[src/hw/board_pkg.sv]
package board_pkg;

    // board clock and front panel geometry
    localparam int clk_mhz = 27;
    localparam int n_digit = 8;
    localparam int n_key   = 8;
    localparam int n_led   = 8;

    // bit 0 is segment a, bit 7 is the point
    typedef logic [7:0] seg_t;

    typedef logic [n_key-1:0]   key_vec_t;
    typedef logic [n_led-1:0]   led_vec_t;
    typedef logic [n_digit-1:0] digit_sel_t;   // one-hot

    // value shown on the display, digit 0 holds the top nibble
    typedef logic [31:0] disp_val_t;

endpackage

[src/hw/tm1638_pkg.sv]
package tm1638_pkg;

    // command bytes
    localparam logic [7:0] cmd_write_auto = 8'h40;   // data write, address auto increment
    localparam logic [7:0] cmd_read_keys  = 8'h42;
    localparam logic [7:0] cmd_addr0      = 8'hC0;
    localparam logic [7:0] cmd_display_on = 8'h8F;   // display on, full brightness

    // system clocks per half period of sio_clk
    localparam int sio_div = 2;

    // system clocks from one frame start to the next
    localparam int frame_cycles = 1024;

    typedef logic [7:0] byte_t;

    // what one refresh sends to the chip
    typedef struct packed {
        board_pkg::seg_t [board_pkg::n_digit-1:0] seg;   // seg[i] goes to digit i
        board_pkg::led_vec_t                      led;
    } tm_frame_t;

    // refresh sequencer, one state per command of the frame
    typedef enum logic [2:0] {
        idle,
        send_mode,
        send_addr,
        send_data,
        send_disp,
        send_read,
        recv_keys
    } seq_state_t;

endpackage

[src/hw/tm1638_board_controller.sv]
`timescale 1ns/1ps

module tm1638_board_controller
    import board_pkg::*;
    import tm1638_pkg::*;
(
    input  logic       clk,
    input  logic       arst_n,
    input  seg_t       hgfedcba,
    input  digit_sel_t digit,
    input  led_vec_t   ledr,
    output key_vec_t   keys,
    output logic       sio_clk,
    output logic       sio_stb,
    output logic       sio_data_out,
    output logic       sio_data_oe,
    input  logic       sio_data_in
);

    tm_frame_t  frame;
    tm_frame_t  snap;         // frame being sent
    seq_state_t state;
    logic [3:0] idx;          // data address or read byte number
    logic       pending;      // byte in flight
    logic [$clog2(frame_cycles)-1:0] frame_cnt;
    logic       frame_tick;

    logic       byte_start;
    logic       byte_done;
    logic       rx_mode;
    logic       last;
    byte_t      tx_byte;
    byte_t      rx_byte;
    key_vec_t   key_acc;
    key_vec_t   key_next;

    tm1638_frame_capture i_capture (
        .clk      (clk),
        .arst_n   (arst_n),
        .hgfedcba (hgfedcba),
        .digit    (digit),
        .led      (ledr),
        .frame    (frame)
    );

    tm1638_sio i_sio (.*);

    assign frame_tick = (frame_cnt == $bits(frame_cnt)'(frame_cycles - 1));
    assign byte_start = (state != idle) && !pending;
    assign rx_mode    = (state == recv_keys);

    // byte for the current step
    always_comb
    begin
        tx_byte = '0;
        last    = 1'b0;
        case (state)
            send_mode: begin tx_byte = cmd_write_auto; last = 1'b1; end
            send_addr: tx_byte = cmd_addr0;
            send_data:
            begin
                // odd address carries the LED in bit 0
                tx_byte = idx[0] ? byte_t'(snap.led[idx[3:1]]) : snap.seg[idx[3:1]];
                last    = (idx == 4'(2 * n_digit - 1));
            end
            send_disp: begin tx_byte = cmd_display_on; last = 1'b1; end
            send_read: tx_byte = cmd_read_keys;
            recv_keys: last = (idx == 4'd3);
            default:   tx_byte = '0;
        endcase
    end

    // key k sits in bit 4*(k/4) of read byte k%4
    always_comb
    begin
        key_next = key_acc;
        key_next[{1'b0, idx[1:0]}] = rx_byte[0];
        key_next[{1'b1, idx[1:0]}] = rx_byte[4];
    end

    always_ff @(posedge clk or negedge arst_n)
    begin
        if (!arst_n)
        begin
            state     <= idle;
            idx       <= '0;
            pending   <= 1'b0;
            frame_cnt <= '0;
            keys      <= '0;
        end
        else
        begin
            frame_cnt <= frame_tick ? '0 : frame_cnt + 1'b1;
            if (byte_start)
                pending <= 1'b1;
            else if (byte_done)
                pending <= 1'b0;

            if (state == idle && frame_tick)
                state <= send_mode;
            else if (byte_done)
            begin
                case (state)
                    send_mode: state <= send_addr;
                    send_addr: begin state <= send_data; idx <= '0; end
                    send_data:
                        if (last)
                            state <= send_disp;
                        else
                            idx <= idx + 1'b1;
                    send_disp: state <= send_read;
                    send_read: begin state <= recv_keys; idx <= '0; end
                    recv_keys:
                        if (last)
                        begin
                            keys  <= key_next;   // all four bytes in
                            state <= idle;
                        end
                        else
                            idx <= idx + 1'b1;
                    default:   state <= idle;
                endcase
            end
        end
    end

    always_ff @(posedge clk)
    begin
        if (state == idle && frame_tick)
            snap <= frame;
        if (byte_done && state == recv_keys)
            key_acc <= key_next;
    end

endmodule

[src/hw/tm1638_frame_capture.sv]
`timescale 1ns/1ps

module tm1638_frame_capture
    import board_pkg::*;
    import tm1638_pkg::*;
(
    input  logic       clk,
    input  logic       arst_n,
    input  seg_t       hgfedcba,
    input  digit_sel_t digit,
    input  led_vec_t   led,
    output tm_frame_t  frame
);

    logic [$clog2(n_digit)-1:0] slot;
    seg_t                       seg_a_first;

    // one-hot strobe to slot number
    always_comb
    begin
        slot = '0;
        for (int i = 0; i < n_digit; i++)
        begin
            if (digit[i])
                slot = $bits(slot)'(i);
        end
    end

    // back to a-first order for the chip
    always_comb
    begin
        for (int i = 0; i < $bits(seg_t); i++)
            seg_a_first[i] = hgfedcba[$bits(seg_t) - 1 - i];
    end

    always_ff @(posedge clk or negedge arst_n)
    begin
        if (!arst_n)
        begin
            frame <= '0;
        end
        else
        begin
            frame.seg[slot] <= seg_a_first;
            frame.led       <= led;
        end
    end

endmodule

[src/hw/tm1638_sio.sv]
`timescale 1ns/1ps

module tm1638_sio
    import tm1638_pkg::*;
(
    input  logic  clk,
    input  logic  arst_n,
    input  logic  byte_start,
    input  logic  rx_mode,
    input  logic  last,
    input  byte_t tx_byte,
    output logic  byte_done,
    output byte_t rx_byte,
    output logic  sio_clk,
    output logic  sio_stb,
    output logic  sio_data_out,
    output logic  sio_data_oe,
    input  logic  sio_data_in
);

    typedef enum logic [2:0] {
        s_idle,
        s_lead,     // strobe low, first clock not yet
        s_low,
        s_high,
        s_tail,     // last bit done, strobe goes up
        s_gap       // strobe high before the next command
    } sio_state_t;

    sio_state_t              state;
    logic [$clog2(sio_div):0] div_cnt;
    logic                    half_tick;
    logic [2:0]              bit_cnt;
    byte_t                   tx_sr;
    logic                    rx_r;
    logic                    last_r;

    assign half_tick = (div_cnt == $bits(div_cnt)'(sio_div - 1));

    always_ff @(posedge clk or negedge arst_n)
    begin
        if (!arst_n)
        begin
            state        <= s_idle;
            div_cnt      <= '0;
            bit_cnt      <= '0;
            rx_r         <= 1'b0;
            last_r       <= 1'b0;
            byte_done    <= 1'b0;
            sio_clk      <= 1'b1;
            sio_stb      <= 1'b1;
            sio_data_out <= 1'b1;
            sio_data_oe  <= 1'b1;
        end
        else
        begin
            byte_done <= 1'b0;
            if (state == s_idle || half_tick)
                div_cnt <= '0;
            else
                div_cnt <= div_cnt + 1'b1;

            case (state)
                s_idle:
                    if (byte_start)
                    begin
                        rx_r    <= rx_mode;
                        last_r  <= last;
                        bit_cnt <= '0;
                        if (sio_stb)
                        begin
                            sio_stb <= 1'b0;   // new command
                            state   <= s_lead;
                        end
                        else
                        begin
                            sio_clk      <= 1'b0;
                            sio_data_out <= rx_mode | tx_byte[0];
                            sio_data_oe  <= !rx_mode;
                            state        <= s_low;
                        end
                    end
                s_lead:
                    if (half_tick)
                    begin
                        sio_clk      <= 1'b0;
                        sio_data_out <= rx_r | tx_sr[0];
                        sio_data_oe  <= !rx_r;
                        state        <= s_low;
                    end
                s_low:
                    if (half_tick)
                    begin
                        sio_clk <= 1'b1;   // chip samples here
                        state   <= s_high;
                    end
                s_high:
                    if (half_tick)
                    begin
                        if (bit_cnt == 3'd7)
                        begin
                            if (last_r)
                            begin
                                state <= s_tail;
                            end
                            else
                            begin
                                byte_done <= 1'b1;
                                state     <= s_idle;
                            end
                        end
                        else
                        begin
                            bit_cnt      <= bit_cnt + 1'b1;
                            sio_clk      <= 1'b0;
                            sio_data_out <= rx_r | tx_sr[1];
                            state        <= s_low;
                        end
                    end
                s_tail:
                    if (half_tick)
                    begin
                        sio_stb      <= 1'b1;
                        sio_data_out <= 1'b1;
                        sio_data_oe  <= 1'b1;   // take the line back after a read
                        state        <= s_gap;
                    end
                s_gap:
                    if (half_tick)
                    begin
                        byte_done <= 1'b1;
                        state     <= s_idle;
                    end
                default:
                    state <= s_idle;
            endcase
        end
    end

    // shift registers, LSB first both ways
    always_ff @(posedge clk)
    begin
        if (state == s_idle && byte_start)
            tx_sr <= tx_byte;
        else if (state == s_high && half_tick)
            tx_sr <= tx_sr >> 1;

        if (state == s_low && half_tick && rx_r)
            rx_byte <= {sio_data_in, rx_byte[7:1]};
    end

endmodule

[config.mk]
export PLATFORM = sky130hd
export DESIGN_NAME = tm1638_board_controller
export DESIGN_NICKNAME = d
export VERILOG_FILES = /design/src/hw/board_pkg.sv /design/src/hw/tm1638_pkg.sv /design/src/hw/tm1638_board_controller.sv /design/src/hw/tm1638_frame_capture.sv /design/src/hw/tm1638_sio.sv
export SDC_FILE = /design/constraint.sdc
export NUM_CORES = 1
export LEC_CHECK = 0
export BUFFER_PORTS_ARGS = -buffer_cell sky130_fd_sc_hd__buf_2
export CORE_UTILIZATION = 55
export DETAILED_ROUTE_END_ITERATION = 12
export GPL_ROUTABILITY_DRIVEN = 0
export GPL_TIMING_DRIVEN = 0
export MAX_ROUTING_LAYER = met4
export PLACE_DENSITY = 0.78
export SETUP_SLACK_MARGIN = 0.5
export SLEW_MARGIN = 10
export SYNTH_ARGS = -nofsm -noshare
export SYNTH_HDL_FRONTEND = slang
export SYNTH_HIERARCHICAL = 1
export SYNTH_SLANG_ARGS = --single-unit
export TNS_END_PERCENT = 5
[constraint.sdc]
create_clock -name clk -period 3.1 [get_ports clk]
set_clock_uncertainty 0.15 [all_clocks]
set_input_delay 0.62 -clock clk [delete_from_list [all_inputs] [get_ports clk]]
set_output_delay 0.62 -clock clk [all_outputs]
set_load 0.005 [all_outputs]
Word-level counts from Yosys, hierarchy flattened

Index checks and enable logic that the tools add are counted.
Widths: inputs -> output; s select.

Reduce and logical (&&, ||, !) cells: 39
Shifts and indexed selects: 0
Div/mod/pow operators: 0
Multiplexer cells: 74
Bitwise operators: 4
Eq/ne operators: 27
Order comparisons: 7
Add/subtract/negate cells: 4
Multipliers: 0

Operators by type and width:

| kind                  | number |
|---|---|
| $bwmux 64             | 1 |
| $mux 3                | 21 |
| $mux 8                | 5 |
| $pmux 8 s5            | 1 |
| $pmux 3 s6            | 2 |
| $mux 1                | 25 |
| $bmux 8 s3            | 1 |
| $demux 8 s3           | 1 |
| $eq 3x3->1 const B    | 6 |
| $bwmux 8              | 2 |
| $reduce_and 7->1      | 2 |
| $eq 3x2->1 const B    | 4 |
| $lt 3x4->1 const B    | 3 |
| $ne 2x1->1 const B    | 6 |
| $reduce_and 4->1      | 3 |
| $reduce_bool 2->1     | 6 |
| $add 10x1->10 const B | 1 |
| $eq 10x10->1 const B  | 1 |
| $logic_and 1x1->1     | 10 |
| $mux 10               | 1 |
| $pmux 1 s4            | 2 |
| $pmux 4 s2            | 1 |
| $reduce_bool 4->1     | 2 |
| $eq 3x1->1 const B    | 2 |
| other kinds (30)      | 46 |

Logic and storage cells: 191
Memories: 0
Output and inout bits: 12
Register bits after elaboration: 209
Bits of input ports: 27
Memory bits (writable): 0
Memory bits (read-only): 0
Bits in latches: 0

Longest topological paths before layout

Word-level depth: 12
Mapped depth: 9
Mapped depth without buffers: 9

Cells and area by module

The synthesis kept the hierarchy.

Modules (own cells, without submodules):

| module                  | area an instance (um^2) | cells an instance | times used | seq. area each (um^2) |
|---|---|---|---|---|
| tm1638_board_controller | 4536.9                  | 266               | 1          | 3052.9 |
| tm1638_frame_capture    | 2640.0                  | 147               | 1          | 1801.7 |
| tm1638_sio              | 1547.7                  | 119               | 1          | 860.8 |

Worst setup path after synthesis

No wires, ideal clock.

Path type: register -> register
Start point: reg frame_cnt[0]
End point: reg snap[0] in the netlist's numbering (enable)
Setup time: 0.439 ns
Buffers on the path: 0
Required time: 2.511 ns
Period minus slack after synthesis: 3.383 ns
Stages on the path, launching flop included: 5
Data arrival time: 2.794 ns
Setup slack: -0.283 ns
Path through: dfrtp_1 ha_1 inv_1 nor4_4 and2_1

Longest elaborated chain between the ends: 2

RTL lines:

| item                     | line                           | source |
|---|---|---|
| start: declaration       | tm1638_board_controller.sv:25  | `logic [$clog2(frame_cycles)-1:0] frame_cnt;` |
| start signal: assignment | tm1638_board_controller.sv:93  | `frame_cnt <= frame_tick ? '0 : frame_cnt + 1'b1;` |
| $eq 10x10->1             | tm1638_board_controller.sv:48  | `assign frame_tick = (frame_cnt == $bits(frame_cnt)'(frame_cycles - 1));` |
| $logic_and 1x1->1        | tm1638_board_controller.sv:129 | `if (state == idle && frame_tick)` |
| end signal: assignment   | tm1638_board_controller.sv:130 | `snap <= frame;` |
| end: declaration         | tm1638_board_controller.sv:21  | `tm_frame_t snap;` |

No other way between the ends.
A chain may end at the register's enable or synchronous reset.

==> flow_summary.json <==
{
  "status": "complete, no violations",
  "cts_buffer_depth": 3,
  "path_depth": 3,
  "overflow": 0,
  "path_buf_inv": 1,
  "crit_path_max_incr_delay_ps": 840,
  "startpoint": "state[0]",
  "dp_cells": 781,
  "first_global_vias": 4924,
  "maxCapViolCount": 0,
  "dieArea_mm2": 0.0164,
  "die_x_um": 128,
  "path_class": "flop to flop",
  "drc": 0,
  "synth-seq-area-share": 0.655,
  "synth_edf_count": 96,
  "via_per_inst": 5.75,
  "grt_max_degree": 74,
  "cts_buffers": 21,
  "rows": 45,
  "cts.htree.levels": 1,
  "endpoint": "snap[32]",
  "path_delay_family": "simple AND/OR/NAND/NOR gates",
  "drt_iter0_drc": 263,
  "post-route-period-util": 0.865,
  "synth_cell_types": 63,
  "postSynthAreaPerCell_um2": 16.4,
  "slowest_stage": "and2_2",
  "dieHeight_um": 128,
  "cts_tree": "built",
  "multiInputGateArea_mm2": 0.00287,
  "power.leakage_uw": 0.00387,
  "syn-cell-area_mm2": 0.00872,
  "holdWs_ps": 79.8,
  "timing.fmax_ghz": 0.373,
  "hold_path_class": "input port to flop",
  "port_buffers": 37,
  "period_needed_ps": 2680,
  "synth_fp_nets": 569,
  "final_cells": 821,
  "clkLatencyLatePin_ps": 500,
  "syn_to_final_growth_pct": 12.8,
  "ant_nets": 0,
  "regArea_mm2": 0.00572,
  "first_pass_iters": 4,
  "routed_wl_um": 16000,
  "diodes": 0,
  "wl_per_cell_um": 19.5,
  "cp-start-kind": "flop",
  "cp_data_arrival_time_ps": 2650,
  "finalSetupViolCount": 0,
  "clockRootBuffer": "clkbuf_16",
  "crit_required_ps": 3070,
  "start_util": 0.570,
  "endpoint_kind": "flop",
  "setup_tns_ps": 0,
  "hold_viol_final": 0,
  "ys_seq_elements": 209,
  "r2r_cells": 3,
  "ys_warn_count": 6,
  "drive_gt1_frac": 0.333,
  "r2r-end": "snap[32]",
  "synthCells": 532,
  "fillers": 1144,
  "cts.clk_slew.worst_paths_ps": 60,
  "dr_total_vias": 4717,
  "async_reset_ff_frac": 0.541,
  "gr-usage-all-layers": 0.213,
  "io-pin-count": 39,
  "crit_fanout": 36,
  "reg2reg_from": "state[0]",
  "rsz0062_at_grt": "yes",
  "max_slew_margin": 0.391,
  "grt_pass1_wl_um": 25800,
  "antenna_found_initial": 0,
  "post-dp-hpwl_um": 10200,
  "regToRegSetupSlack_ps": 420,
  "maxSlewViolCount": 0,
  "nNetsFinal": 632,
  "tightest_slew_ps": 910,
  "critical_path.cell_chain": "clkbuf_1, nor3_1, and2_2",
  "vdd_drop_max_uv": 472,
  "clock-sinks": 209,
  "core_mm2": 0.0153,
  "design_power_total_uw": 5650,
  "synthFlopType": "dfrtp_1",
  "p_per_area_mw_per_mm2": 574
}
where the power goes:
group | switching (uW) | total (uW) | internal, uW
Sequential | 74.2 | 3150 | 3080
Clock | 979 | 2270 | 1290
Combinational | 99.0 | 227 | 128
sequential cells by signal, summed over array words and instances (netlist names), 2 cells and up:
| name | flops |
|---|---|
| snap | 72 |
| i_sio/state | 3 |
| key_acc | 8 |
| idx | 4 |
| state | 3 |
| i_capture/frame | 72 |
| keys | 8 |
| i_sio/rx_byte | 8 |
| i_sio/div_cnt | 2 |
| i_sio/tx_sr | 8 |
| frame_cnt | 10 |
| i_sio/bit_cnt | 3 |
layer usage:
layer  vias up  routed length, um  track usage
met5         -                  0            -
met4         0                350       0.0574
met3        32                747       0.0405
met2       134               7990        0.352
met1      2413               6930        0.273
li1       2138                  -            -
worst min path at each step:
| stage | startpoint | end | slack [ps] | cells after the start |
|---|---|---|---|---|
| finish | ledr[5] | i_capture/frame[5] | 80 | 1 |
| global route | ledr[5] | i_capture/frame[5] | 60 | 1 |
| floorplan | arst_n | frame_cnt[0] | 170 | 0 |
| global placement | i_capture/frame[2] | snap[2] | 260 | 0 |
| detailed placement | i_capture/frame[5] | snap[5] | 250 | 0 |
| CTS | ledr[5] | i_capture/frame[5] | 70 | 1 |
cell usage after synthesis (4+ instances only):
cell type / instances / area share
a22o_1: 4 / 0.0040
o21ai_0: 11 / 0.0063
mux4_2: 11 / 0.028
mux2_2: 76 / 0.098
nor3_1: 5 / 0.0029
nor2_1: 17 / 0.0073
nand3_1: 4 / 0.0023
buf_4: 4 / 0.0034
clkbuf_1: 4 / 0.0017
xnor2_1: 5 / 0.0050
mux2i_1: 10 / 0.011
buf_6: 4 / 0.0052
dfrtp_1: 109 / 0.31
o21ai_1: 7 / 0.0040
a21oi_1: 11 / 0.0063
nand2_1: 14 / 0.0060
nand2b_1: 9 / 0.0065
mux4_1: 7 / 0.021
a31oi_1: 4 / 0.0029
mux2_4: 10 / 0.017
dfstp_2: 4 / 0.012
inv_1: 10 / 0.0043
ha_1: 10 / 0.014
nor2b_1: 11 / 0.0079
and3_1: 6 / 0.0043
edfxtp_1: 96 / 0.33
mux2_1: 8 / 0.010
buf_2: 6 / 0.0034
what timing repair did:
item | in CTS | in global routing
hold buffers | 1 | 0
pin swaps | 0 | 1
buffers inserted | 0 | 0
resized for setup | 1 | 0
gates cloned | 0 | 1
hold endpoints to repair | 39 | 0
setup endpoints to repair | 81 | 90
worst register-to-register path, delay by kind of cell (launching register included):
family | cells | cell delay, ps
buf+inv | 1 | 260
flops | 1 | 470
simple gates | 2 | 1430
through the flow:
stage                     area (um2)   util  worst slack, ps
after floorplan                 8730      -              829
after global placement          9180  0.599            -29.0
after detailed placement        9210  0.601              412
after CTS                       9840  0.642              408
after global routing            9840  0.643              286
final                           9840  0.643              420
cell families after synthesis:
kind of cell | Yosys count | share of synthesized area
fa+ha+maj | 10 | 0.0143
xor+xnor | 7 | 0.00703
simple gates | 95 | 0.0711
mux | 122 | 0.187
buf+inv | 28 | 0.0181
flops | 209 | 0.655
compound gates | 61 | 0.0478
cell usage in the layout (no fill, tap or decap), drive strengths merged, types with 7 or more instances in the layout:
master,Yosys,routed
nor2,19,19
edfxtp,96,96
a21oi,11,11
inv,10,11
buf,14,52
mux2,94,94
dfrtp,109,109
mux2i,10,10
mux4,18,18
nand3,7,7
nand2,17,17
nand2b,9,9
ha,10,10
o21ai,18,18
clkbuf,4,37
nor2b,11,11
area by class of cell:
type	count	area share
Clock buffer	33	0.0590
Inverter	10	0.00381
Sequential cell	209	0.581
Tap cell	211	0.0268
Multi-Input combinational cell	296	0.291
Clock inverter	5	0.00318
Buffer	18	0.0122
Timing Repair Buffer	39	0.0233
Note: power is estimated with default switching activity, not from simulation.
