[src/hw/board_pkg.sv]
package board_pkg;

    // board clock and front panel geometry
    localparam int clk_mhz = 27;
    localparam int n_digit = 8;
    localparam int n_key   = 8;
    localparam int n_led   = 8;

    // bit 0 is segment a, bit 7 is the point
    typedef logic [7:0] seg_t;

    typedef logic [n_key-1:0]   key_vec_t;
    typedef logic [n_led-1:0]   led_vec_t;
    typedef logic [n_digit-1:0] digit_sel_t;   // one-hot

    // value shown on the display, digit 0 holds the top nibble
    typedef logic [31:0] disp_val_t;

endpackage

[src/hw/lab_top.sv]
`timescale 1ns/1ps

module lab_top
    import board_pkg::*;
(
    input  logic       clk,
    input  logic       arst_n,
    input  key_vec_t   key,
    output led_vec_t   led,
    output seg_t       abcdefgh,
    output digit_sel_t digit
);

    key_vec_t   key_r;
    key_vec_t   key_rise;
    logic [3:0] rise_idx;
    disp_val_t  value;
    logic [2:0] scan;        // digit being driven
    logic [3:0] nibble;

    function automatic seg_t hex_glyph(input logic [3:0] n);
        case (n)
            4'h0:    hex_glyph = 8'h3F;
            4'h1:    hex_glyph = 8'h06;
            4'h2:    hex_glyph = 8'h5B;
            4'h3:    hex_glyph = 8'h4F;
            4'h4:    hex_glyph = 8'h66;
            4'h5:    hex_glyph = 8'h6D;
            4'h6:    hex_glyph = 8'h7D;
            4'h7:    hex_glyph = 8'h07;
            4'h8:    hex_glyph = 8'h7F;
            4'h9:    hex_glyph = 8'h6F;
            4'hA:    hex_glyph = 8'h77;
            4'hB:    hex_glyph = 8'h7C;
            4'hC:    hex_glyph = 8'h39;
            4'hD:    hex_glyph = 8'h5E;
            4'hE:    hex_glyph = 8'h79;
            default: hex_glyph = 8'h71;
        endcase
    endfunction

    assign key_rise = key & ~key_r;

    // lowest pressed index wins
    always_comb
    begin
        rise_idx = '0;
        for (int k = n_key - 1; k >= 0; k--)
        begin
            if (key_rise[k])
                rise_idx = 4'(k);
        end
    end

    always_ff @(posedge clk or negedge arst_n)
    begin
        if (!arst_n)
        begin
            key_r <= '0;
            value <= '0;
            scan  <= '0;
        end
        else
        begin
            key_r <= key;
            scan  <= scan + 1'b1;   // wraps after the last digit
            if (|key_rise)
                value <= {value[$bits(disp_val_t)-5:0], rise_idx};
        end
    end

    assign digit    = digit_sel_t'(1) << scan;
    assign nibble   = value[(n_digit - 1 - scan) * 4 +: 4];   // digit 0 is the top nibble
    assign abcdefgh = hex_glyph(nibble);
    assign led      = key;   // LEDs follow keys held

endmodule

[config.mk]
export PLATFORM = sky130hd
export DESIGN_NAME = lab_top
export DESIGN_NICKNAME = d
export VERILOG_FILES = /design/src/hw/board_pkg.sv /design/src/hw/lab_top.sv
export SDC_FILE = /design/constraint.sdc
export NUM_CORES = 1
export LEC_CHECK = 0
export ABC_AREA = 1
export BUFFER_PORTS_ARGS = -buffer_cell sky130_fd_sc_hd__buf_2
export CORE_UTILIZATION = 59
export DETAILED_ROUTE_END_ITERATION = 8
export PLACE_DENSITY = 0.91
export SLEW_MARGIN = 10
export SYNTH_ARGS = -nofsm -noshare
export SYNTH_HDL_FRONTEND = slang
export SYNTH_SLANG_ARGS = --single-unit
export TNS_END_PERCENT = 100
[constraint.sdc]
create_clock -name clk -period 5.4 [get_ports clk]
set_input_delay 0.54 -clock clk [delete_from_list [all_inputs] [get_ports clk]]
set_output_delay 0.54 -clock clk [all_outputs]
set_load 0.01 [all_outputs]
# Yosys cells after proc, flatten, opt, wreduce, memory -nomap -nowiden
# Memory sizes are Yosys's and may differ from the RTL's.
# Cells that the tools add are included.
dict set report word_totals {
  reg_bits 43
  rom_bits 112
  input_bits 10
  out_inout_bits 24
  wordCells 19
  n_memories 1
}
# name depth width read_ports rd_ports_with_merged_regs wr line_no
set mem_list {}
lappend mem_list {{(name not given)} 16 7 1 0 0 lab_top.sv:22} ;# case (n)
dict set report classes {
  addsub 2
  shifts 2
  muxes 8
  n_bitwise 2
  n_reduce_logical 1
}
# cell count
set op_table {}
lappend op_table {{32-bit by 33-bit variable part select with 4-bit output} 1}
lappend op_table {{4-bit 2-to-1 mux} 6}
lappend op_table {{8-bit bitwise AND} 1}
lappend op_table {{8-bit NOT} 1}
lappend op_table {{8-bit OR reduction} 1}
lappend op_table {{1-bit by 3-bit << shifter with 8-bit output (first input constant)} 1}
lappend op_table {{3-bit 2-to-1 mux} 2}
lappend op_table {{3-bit by 3-bit subtractor with 4-bit output (first input constant)} 1}
lappend op_table {{3-bit by 1-bit adder with 3-bit output (second input constant)} 1}

# Depth between registers and ports, before layout
# Gate-level depths: netlist of the first run.
dict set report logic_depth {
  depth_word 10
  depth_mapped 12
}

# Worst setup path before layout of the first run
# Ideal clock, no wire load.
dict set report synth_timing {
  path_kind {register to output}
  from {reg scan[0]}
  to {out abcdefgh[3]}
  arrival_time_ps 1648
  required_ps 4860
  path_slack_ps 3212
  path_stages_with_launch 12
  path_cell_list {dfrtp_1 > buf_6 > inv_1 > a21oi_1 > o21ai_0 > nand2_1 > inv_1 > o21ai_2 > inv_1 > ha_1 > nand2_1 > nand2_1}
}
dict set report synth_between {
  elab_chain_len 3
}
# element line_no
set synth_rtl {}
lappend synth_rtl {{start: declaration} lab_top.sv:18} ;# logic [2:0] scan;
lappend synth_rtl {{start signal: assignment} lab_top.sv:66} ;# scan <= scan + 1'b1;
lappend synth_rtl {{3-bit by 3-bit subtractor with 4-bit output} lab_top.sv:73} ;# assign nibble = value[(n_digit - 1 - scan) * 4 +: 4];
lappend synth_rtl {{32-bit by 33-bit variable part select with 4-bit output} lab_top.sv:73}
lappend synth_rtl {{memory 16 x 7 bit} n/a}
lappend synth_rtl {{end: declaration} lab_top.sv:10} ;# output seg_t abcdefgh,
# Every way passes these cells.

# Worst setup path in the final report of the first run
# Ends and elaborated chain as after synthesis.

==> results of run 1 <==
-- cell families (layout without fill, tap and decap cells) --
| family | count (synthesis) | in the layout |
|---|---|---|
| other cells | 1 | 1 |
| simple gates | 84 | 84 |
| fa+ha+maj | 12 | 12 |
| flops | 35 | 35 |
| compound gates | 46 | 46 |
| buf+inv | 57 | 81 |
-- worst max-delay path by stage --
| stage | cells past startpoint | startpoint | to | slack (ps) |
|---|---|---|---|---|
| 5_1_grt | 11 | scan[0] | abcdefgh[3] | 2010 |
| 3_3_place_gp | 11 | scan[0] | abcdefgh[3] | 2830 |
| 2_1_floorplan | 11 | scan[0] | abcdefgh[3] | 3210 |
| 3_5_place_dp | 11 | scan[0] | abcdefgh[3] | 2660 |
| 4_1_cts | 11 | scan[0] | abcdefgh[3] | 2290 |
| 6_report | 11 | scan[0] | abcdefgh[3] | 2290 |
-- sequential cells by signal, indices dropped and copies added, names as in the netlist --
| name | cells |
|---|---|
| value | 24 |
| key_r | 8 |
| scan | 3 |
-- cell usage after synthesis --
master | instances | area, sq um
sky130_fd_sc_hd__a21oi_1 | 10 | 50.1
sky130_fd_sc_hd__buf_2 | 1 | 5.00
sky130_fd_sc_hd__buf_4 | 11 | 82.6
sky130_fd_sc_hd__buf_6 | 3 | 33.8
sky130_fd_sc_hd__buf_8 | 1 | 15.0
sky130_fd_sc_hd__conb_1 | 1 | 3.75
sky130_fd_sc_hd__dfrtp_1 | 35 | 876
sky130_fd_sc_hd__ha_1 | 12 | 150
sky130_fd_sc_hd__inv_1 | 38 | 143
sky130_fd_sc_hd__inv_2 | 2 | 7.51
sky130_fd_sc_hd__inv_6 | 1 | 8.76
sky130_fd_sc_hd__nand2_1 | 65 | 244
sky130_fd_sc_hd__nand2_2 | 5 | 31.3
sky130_fd_sc_hd__nand2_4 | 1 | 11.3
sky130_fd_sc_hd__nand3_1 | 5 | 25.0
sky130_fd_sc_hd__nor2_1 | 6 | 22.5
sky130_fd_sc_hd__nor2_2 | 1 | 6.26
sky130_fd_sc_hd__nor3_4 | 1 | 16.3
sky130_fd_sc_hd__o211ai_1 | 2 | 15.0
sky130_fd_sc_hd__o21ai_0 | 8 | 40.0
sky130_fd_sc_hd__o21ai_1 | 20 | 100
sky130_fd_sc_hd__o21ai_2 | 5 | 43.8
sky130_fd_sc_hd__o31a_1 | 1 | 8.76
-- per-stage QoR --
step	instance area (sq um)	hold slack, ps	util [%]	setup slack, ps
2_1_floorplan	1940	244	-	3210
3_3_place_gp	2020	460	65.6	2830
3_5_place_dp	2020	466	65.6	2660
4_1_cts	2100	270	68.4	2290
5_1_grt	2100	297	68.4	2010
6_report	2100	256	68.4	2290
-- critical path, delay by kind of cell, from the launching register on --
| family | cells | cell delay (ps) |
|---|---|---|
| flops | 1 | 710 |
| fa+ha+maj | 1 | 310 |
| buf+inv | 4 | 570 |
| simple gates | 3 | 210 |
| compound gates | 3 | 430 |
-- final cells by class --
type                    count  share of cell area [%]
clock buffers               6                    2.44
clock inverters             2                    1.66
inverters                  41                    7.55
multi-input cells         143                    36.5
flip-flops and latches     35                    41.6
well taps                  44                    2.62
repair buffers             32                    7.61
-- routing by layer --
metal	vias to the layer above	routed length, microns	track usage [%]
met3	6	139	5.90
met5	-	0	0
met1	658	1440	26.5
met4	0	48	8.50
li1	761	-	-
met2	34	1590	37.4
-- where the power goes --
part / switching [mW] / leakage (nW) / internal [mW]
Clock: 0.0829 / 0.0482 / 0.109
Combinational: 0.0983 / 0.707 / 0.0586
Sequential: 0.0186 / 0.435 / 0.297
Total: 0.200 / 1.19 / 0.465
==> impl.org, run 1 <==
** Run status
- The run finished with clean final reports.

** Final layout
- Relative to the synthesized area, the layout overhead comes to 8.52%.
- In the final layout, flip-flops and latches occupy 876 sq um.
- The repair_antennas step left the layout with diodes totalling 0.
- Filler-free cell count of the finished design :: 303
- Final layout net count :: 280
- The library cell used most frequently in the layout, excluding fill and tap cells, is sky130_fd_sc_hd__nand2_1.
- Most frequent cells in the layout :: sky130_fd_sc_hd__nand2_1 (65), sky130_fd_sc_hd__inv_1 (38), sky130_fd_sc_hd__dfrtp_1 (35)
- Summing all multi-input logic gate instances after layout gives 768 sq um.
- Fill cells in the final layout number 278.
- Cells with a size suffix above 1 make up 21.6% of the layout.

** Place
- Detailed placer's ending HPWL :: 2410 microns
- Buffers placed on the I/O ports in this run total 32.
- Including well taps, the total number of placed cells is 295.
- Final RePlAce weighted congestion :: 0.795

** Clock tree
- Hold repair after CTS inserted 0 buffers.
- TritonCTS built the clock tree.
- Cts bufs inserted :: 5
- After clock tree synthesis, the clock-pin slew on the worst setup and hold paths is 100 ps.
- In this run the deepest clock path goes through 2 buffers.
- Gates resized during post-CTS repair numbered 0.
- Clock Sink Count :: 35
- Clock insertion delay at the later pin of the skew report :: 330 ps
- Total setup buffers inserted after CTS :: 0
- Clock tree synthesis selected as its root buffer the cell sky130_fd_sc_hd__clkbuf_4.
- Number of H-tree levels :: 2

** Synth
- Number of instances in the synthesized netlist :: 235
- Simple logic cell fraction of the synthesized area :: 18.4%
- By area, the combinational part of the netlist is dominated by simple AND/OR/NAND/NOR gates.
- Post-synthesis sequential element count :: 35
- Count of distinct cell types in the synthesized netlist :: 23
- Yosys printed 0 warnings.
- Summing the areas of all compound-gate instances in the mapped netlist gives 13.3% of the synthesized area.
- Summing the areas of all fa, ha and maj instances in the mapped netlist gives 7.74% of the synthesized area.
- Cell Area, Synth :: 1940 sq um
- Sequential cells were found to cover 45.2% of the synthesized design area.
- The synthesized netlist devotes 0% of its cell area to XOR and XNOR gates.
- Avg Synthesized Cell Area :: 8.25 sq um
- Multiplexer share of the synthesized area :: 0%
- The number of nets handed over by synthesis was 257.

** Critical path
- Arrival time of the worst setup path :: 2570 ps
- The setup check on the worst reg-to-reg path leaves a slack of 3960 ps.
- Start-to-end type of the worst setup path :: register to primary output
- In this run the worst path has a maximum fanout of 21.
- RR Endpoint :: scan[1]
- Crit path capture type :: primary output
- For this run, the slowest stage of the critical path takes 710 ps.
- FF-to-FF Start :: scan[0]
- CP Cell Sequence :: inv_1 > a21oi_1 > o21ai_0 > nand2_1 > inv_1 > o21ai_2 > inv_1 > ha_1 > nand2_1 > nand2_1 > buf_2
- At the worst endpoint, the required time is 4860 ps.
- Critical path startpoint category :: register
- FF-to-FF path depth :: 2
- The slowest stage of the critical path is the sky130_fd_sc_hd__dfrtp_1 cell.

** STA
- In the finished design, the share of the clock period the worst path needs comes to 57.5%.
- For the final routed database, the setup TNS stands at 0 ps.
- Setup repair after global routing left no endpoint under its margin.
- At the pin with the least slew margin, the transition time is 739 ps.
- Clock skew on the completed layout was measured at 7.90 ps.
- Setup violations remaining at the end of the flow were counted as 0.
- Static timing analysis puts the maximum clock frequency at 322 MHz.
- Final hold violation count :: 0
- Relative slew slack :: 50.7%
- The final count of pins violating max slew is 0.
- The smallest clock period supported by the final layout is computed as 3110 ps.

** Pwr
- The worst-case IR drop observed on VDD is 0.000206 V.
- Power per standard cell area :: 316 nW/um^2
- Leak :: 1.19 nW
- After layout, the design draws a total of 0.665 mW.

** Detailed routing
- Residual DRC :: 0
- Routed wire per std cell :: 10.6 microns
- Sum of routed wire length over all layers :: 3220 microns
- Count of antenna-violating nets left after detailed routing :: 0
- Vias after detailed routing :: 1459
- Ratio of routed vias to standard cells :: 4.82
- For this block, the initial DRC count from the detailed router was 66.
- Detailed Routing Iterations Pass 1 :: 4

** Global routing
- Entering global routing, the biggest net connects 36 pins.
- The total overflow left after global routing is 0.
- Number of antenna violations at the first check in global routing :: 0
- Global-route total usage across every layer :: 22.0%
- The via count of the first global-routing pass is 1344.
- Global-route wire length before repair :: 5650 microns

** Floorplan
- Standard-cell rows :: 20
- Initial standard-cell utilization of the core :: 63.0%
- The core region is 3080 sq um.
- In this run the count of I/O pins placed on the die edge is 34.
- Die outline width :: 59.3 microns
- Chip Height :: 59.3 microns
- Total die area :: 3520 sq um

** Job
- Number of maximum-capacitance constraint violations :: 0

** Worst hold path
- Path type of the worst min-delay path :: primary input to asynchronous set/reset pin
No activity file was read; power rests on OpenSTA's default activity.
==> inputs of run 2 (changes only) <==
--- a/config.mk
+++ b/config.mk
@@ -5,11 +5,11 @@
 export SDC_FILE = /design/constraint.sdc
 export NUM_CORES = 1
 export LEC_CHECK = 0
-export ABC_AREA = 1
+export ABC_AREA = 0
 export BUFFER_PORTS_ARGS = -buffer_cell sky130_fd_sc_hd__buf_2
-export CORE_UTILIZATION = 59
+export CORE_UTILIZATION = 55
 export DETAILED_ROUTE_END_ITERATION = 8
-export PLACE_DENSITY = 0.91
+export PLACE_DENSITY = 0.87
 export SLEW_MARGIN = 10
 export SYNTH_ARGS = -nofsm -noshare
 export SYNTH_HDL_FRONTEND = slang
==> constraint.sdc (replaced) <==
create_clock -name clk -period 2.9 [get_ports clk]
set_input_delay 0.29 -clock clk [delete_from_list [all_inputs] [get_ports clk]]
set_output_delay 0.29 -clock clk [all_outputs]
set_load 0.01 [all_outputs]
==> impl.org, run 2 <==
** Critical path
- Crit path max fanout :: 9
- Data on the critical path arrives at its endpoint at 2330 ps.
- For the worst setup path, the data required time is 2610 ps.
- The worst setup path is of the register to primary output kind.
- Crit path capture type :: primary output
- Critical path startpoint category :: register

** Detailed routing
- Initial drt markers :: 20
- Sum of routed wire length over all layers :: 2880 microns
- Ratio of routed vias to standard cells :: 5.17
- In the routed design, unresolved DRC markers number 0.
- The final route contains 1075 vias.
- The first TritonRoute pass finished after 3 iterations.
- In the final routed layout, each cell accounts on average for 13.8 microns.
- Count of antenna-violating nets left after detailed routing :: 0

** STA
- Unrepaired setup endpoints after global routing :: false
- The clock arrives with 3.91 ps of skew.
- Period minus WS final :: 2620 ps
- Least-Margin Pin Slew :: 736 ps
- The number of hold-slack violations in the final timing report is 0.
- Headroom to the max-slew limit came out at 51.0%.
- Final WS setup :: 277 ps
- Timing would allow up to 381 MHz.
- Setup violations remaining at the end of the flow were counted as 0.
- Setup TNS :: 0 ps
- Final Max Tran Viols :: 0
- After layout, the worst path uses 90.5% of the clock period.

** Final layout
- Of the cells placed in the final design, the portion with a size suffix greater than 1 is 42.7%.
- Filler cells :: 232
- Fin util :: 65.6%
- Area occupied by multi-input gates :: 878 sq um
- The final layout contains 186 nets.
- The register with the most flip-flops in the layout has 24 of them.
- Largest registers :: value: 24 flops, key_r: 8 flops, scan: 3 flops
- Antenna diode count :: 0
- The library cell used most frequently in the layout, excluding fill and tap cells, is sky130_fd_sc_hd__dfrtp_1.
- The area growth from synthesis to layout is 9.47%.
- Finished layout cell area :: 2070 sq um
- Most frequent cells in the layout :: sky130_fd_sc_hd__dfrtp_1 (34), sky130_fd_sc_hd__buf_2 (32), sky130_fd_sc_hd__mux2_4 (20)
- Registers take 877 sq um.
- Counting flops per register, the top entry is value.

** Pwr
- Dividing total power by cell area gives a power density of 589 nW/um^2.
- Internal power comes to 0.867 mW.
- Highest ir drop seen on vdd :: 0.000364 V
- Registers are responsible for 50.5% of the overall power.
- Power comes to 1.22 mW.
- Power share of the combinational group :: 28.1%
- Leak :: 1.09 nW
- NetSw :: 0.350 mW
- The clock network burns 21.4% of the power.
- Proportion of total power due to net switching :: 28.8%

** Run status
- The run finished with clean final reports.

** Synth
- Register area share after synthesis :: 46.4%
- sky130_fd_sc_hd__dfrtp_1 takes more of the synthesized area than any other cell.
- Yosys Warn Count :: 0
- Proportion of netlist area held by the largest area contributor :: 46.4%
- Post-synthesis sequential element count :: 35
- A synthesized cell averages 13.8 sq um.
- Count of distinct cell types in the synthesized netlist :: 26
- Summing every instance area after synthesis gives 1890 sq um.
- Among all cell types in the netlist, the one instantiated most often is sky130_fd_sc_hd__dfrtp_1.
- Dominant register cell in the synthesized netlist :: sky130_fd_sc_hd__dfrtp_1
- Leading cell types by count after synthesis :: sky130_fd_sc_hd__dfrtp_1 (35), sky130_fd_sc_hd__mux2_4 (20), sky130_fd_sc_hd__ha_1 (12)
- Number of instances in the synthesized netlist :: 137
- Cell types with the largest area share after synthesis :: sky130_fd_sc_hd__dfrtp_1 (46%), sky130_fd_sc_hd__mux2_4 (16%), sky130_fd_sc_hd__ha_1 (7.9%)
- Synthesis produced a netlist with a net count of 159.
- Yosys mapped a number of flops with a built-in enable equal to 0.
- Share of async-settable or async-resettable flops after synthesis :: 100%

** Clock tree
- After clock tree synthesis, the clock-pin slew on the worst setup and hold paths is 90 ps.
- Clock Sink Count :: 35
- Number of hold buffers added after cts :: 0
- Buffer levels on the longest clock path :: 2
- Cts bufs inserted :: 5
- Total setup buffers inserted after CTS :: 0
- Clock insertion delay at the later pin of the skew report :: 340 ps
- The clock tree synthesis step divided the H-tree into 2 levels.
- The tree is rooted in a sky130_fd_sc_hd__clkbuf_4.
- TritonCTS built the clock tree.

** Place
- At the placement stage, the worst setup path has a slack of 393 ps.
- After legalization and detailed placement, the total HPWL measured 2170 microns.
- At the end of routability-driven placement, the weighted congestion stood at 0.699.
- Count of buffers inserted at the top-level ports :: 32
- Once placement finished, the instance area stood at 2010 sq um.

** Floorplan
- The die covers 3670 sq um.
- Core ar. :: 3150 sq um
- The initialized floorplan defines 20 standard-cell rows.
- The initial utilization of the core area, before any placement, comes to 59.9%.
- The die is 60.6 microns wide.
- During I/O placement, the number of pins put on the boundary was 34.
- Chip Height :: 60.6 microns

** Global routing
- The via count of the first global-routing pass came to 1099.
- Entering global routing, the biggest net connects 36 pins.
- For this run the aggregate overflow at the end of global routing stands at 0.
- For this run, the total global-route usage over all layers was measured as 19.2%.
- Number of antenna violations at the first check in global routing :: 0
- The first global-routing pass estimated 4820 microns of wire.

** Job
- Number of maximum-capacitance constraint violations :: 0

** Worst hold path
- Path type of the worst min-delay path :: primary input to asynchronous set/reset pin
==> run 2: repair_timing <==
action,4_1_cts,5_1_grt
resized for setup,0,2
endpoints found under the hold margin,0,0
endpoints found under the setup margin,0,7
==> run 2: cells by family (layout without fill, tap and decap cells) <==
kind of cell	count (synthesis)	in the layout	share of synthesized area (%)
compound gates	7	7	2.78
buf+inv	22	49	7.35
flops	35	35	46.4
mux	31	31	26.4
simple gates	29	29	8.94
other cells	1	1	0.198
fa+ha+maj	12	12	7.95
==> run 2: power groups by stage <==
stage | Combinational [mW] | Sequential (mW) | Clock [mW]
finish | 0.342 | 0.614 | 0.261
global route | 0.371 | 0.624 | 0.295
detailed placement | 0.341 | 0.624 | 0
CTS | 0.343 | 0.615 | 0.272
floorplan | 0.263 | 0.604 | 0
global placement | 0.320 | 0.618 | 0
==> run 2: path summary, 6_finish.rpt <==
check                                from          end  slack, ps  cells past startpoint
worst max-delay path              scan[0]  abcdefgh[5]        280                      6
worst max register to register   key_r[4]     value[8]       1180                      5
worst min-delay path               arst_n     key_r[1]          7                      1
max in group asynchronous          arst_n      scan[0]       2390                      1
min in group clk                   key[3]     key_r[3]         80                      1
worst min register to register  value[29]    value[29]        520                      1
==> run 2: stage by stage <==
| stage | instances | hold WS [ps] |
|---|---|---|
| 2_1_floorplan | 137 | -5.59 |
| 3_3_place_gp | 201 | 381 |
| 3_5_place_dp | 201 | 393 |
| 4_1_cts | 208 | 20.2 |
| 5_1_grt | 208 | 46.9 |
| 6_report | 208 | 6.71 |
==> run 2: cell type report <==
class / count / share of cell area [%]
Clock buffer: 6 / 2.48
Clock inverter: 1 / 0.242
Inverter: 9 / 1.63
Multi-Input combinational cell: 80 / 42.5
Sequential cell: 35 / 42.4
Tap cell: 44 / 2.66
Timing Repair Buffer: 33 / 8.11
==> run 2: metal layers <==
metal / GRT usage [%] / vias up / wire, microns
met5: 0 / - / 0
met4: 7.79 / 0 / 58
met3: 7.68 / 6 / 168
met2: 33.4 / 43 / 1440
met1: 21.0 / 513 / 1210
li1: - / 513 / -
==> run 2: worst max-delay path, stage by stage (launching register included) <==
cell                      delay, ps
sky130_fd_sc_hd__dfrtp_2        530
sky130_fd_sc_hd__mux4_2         550
sky130_fd_sc_hd__mux2i_2        290
sky130_fd_sc_hd__inv_1          140
sky130_fd_sc_hd__ha_1           220
sky130_fd_sc_hd__o21ai_1        130
sky130_fd_sc_hd__buf_2          140
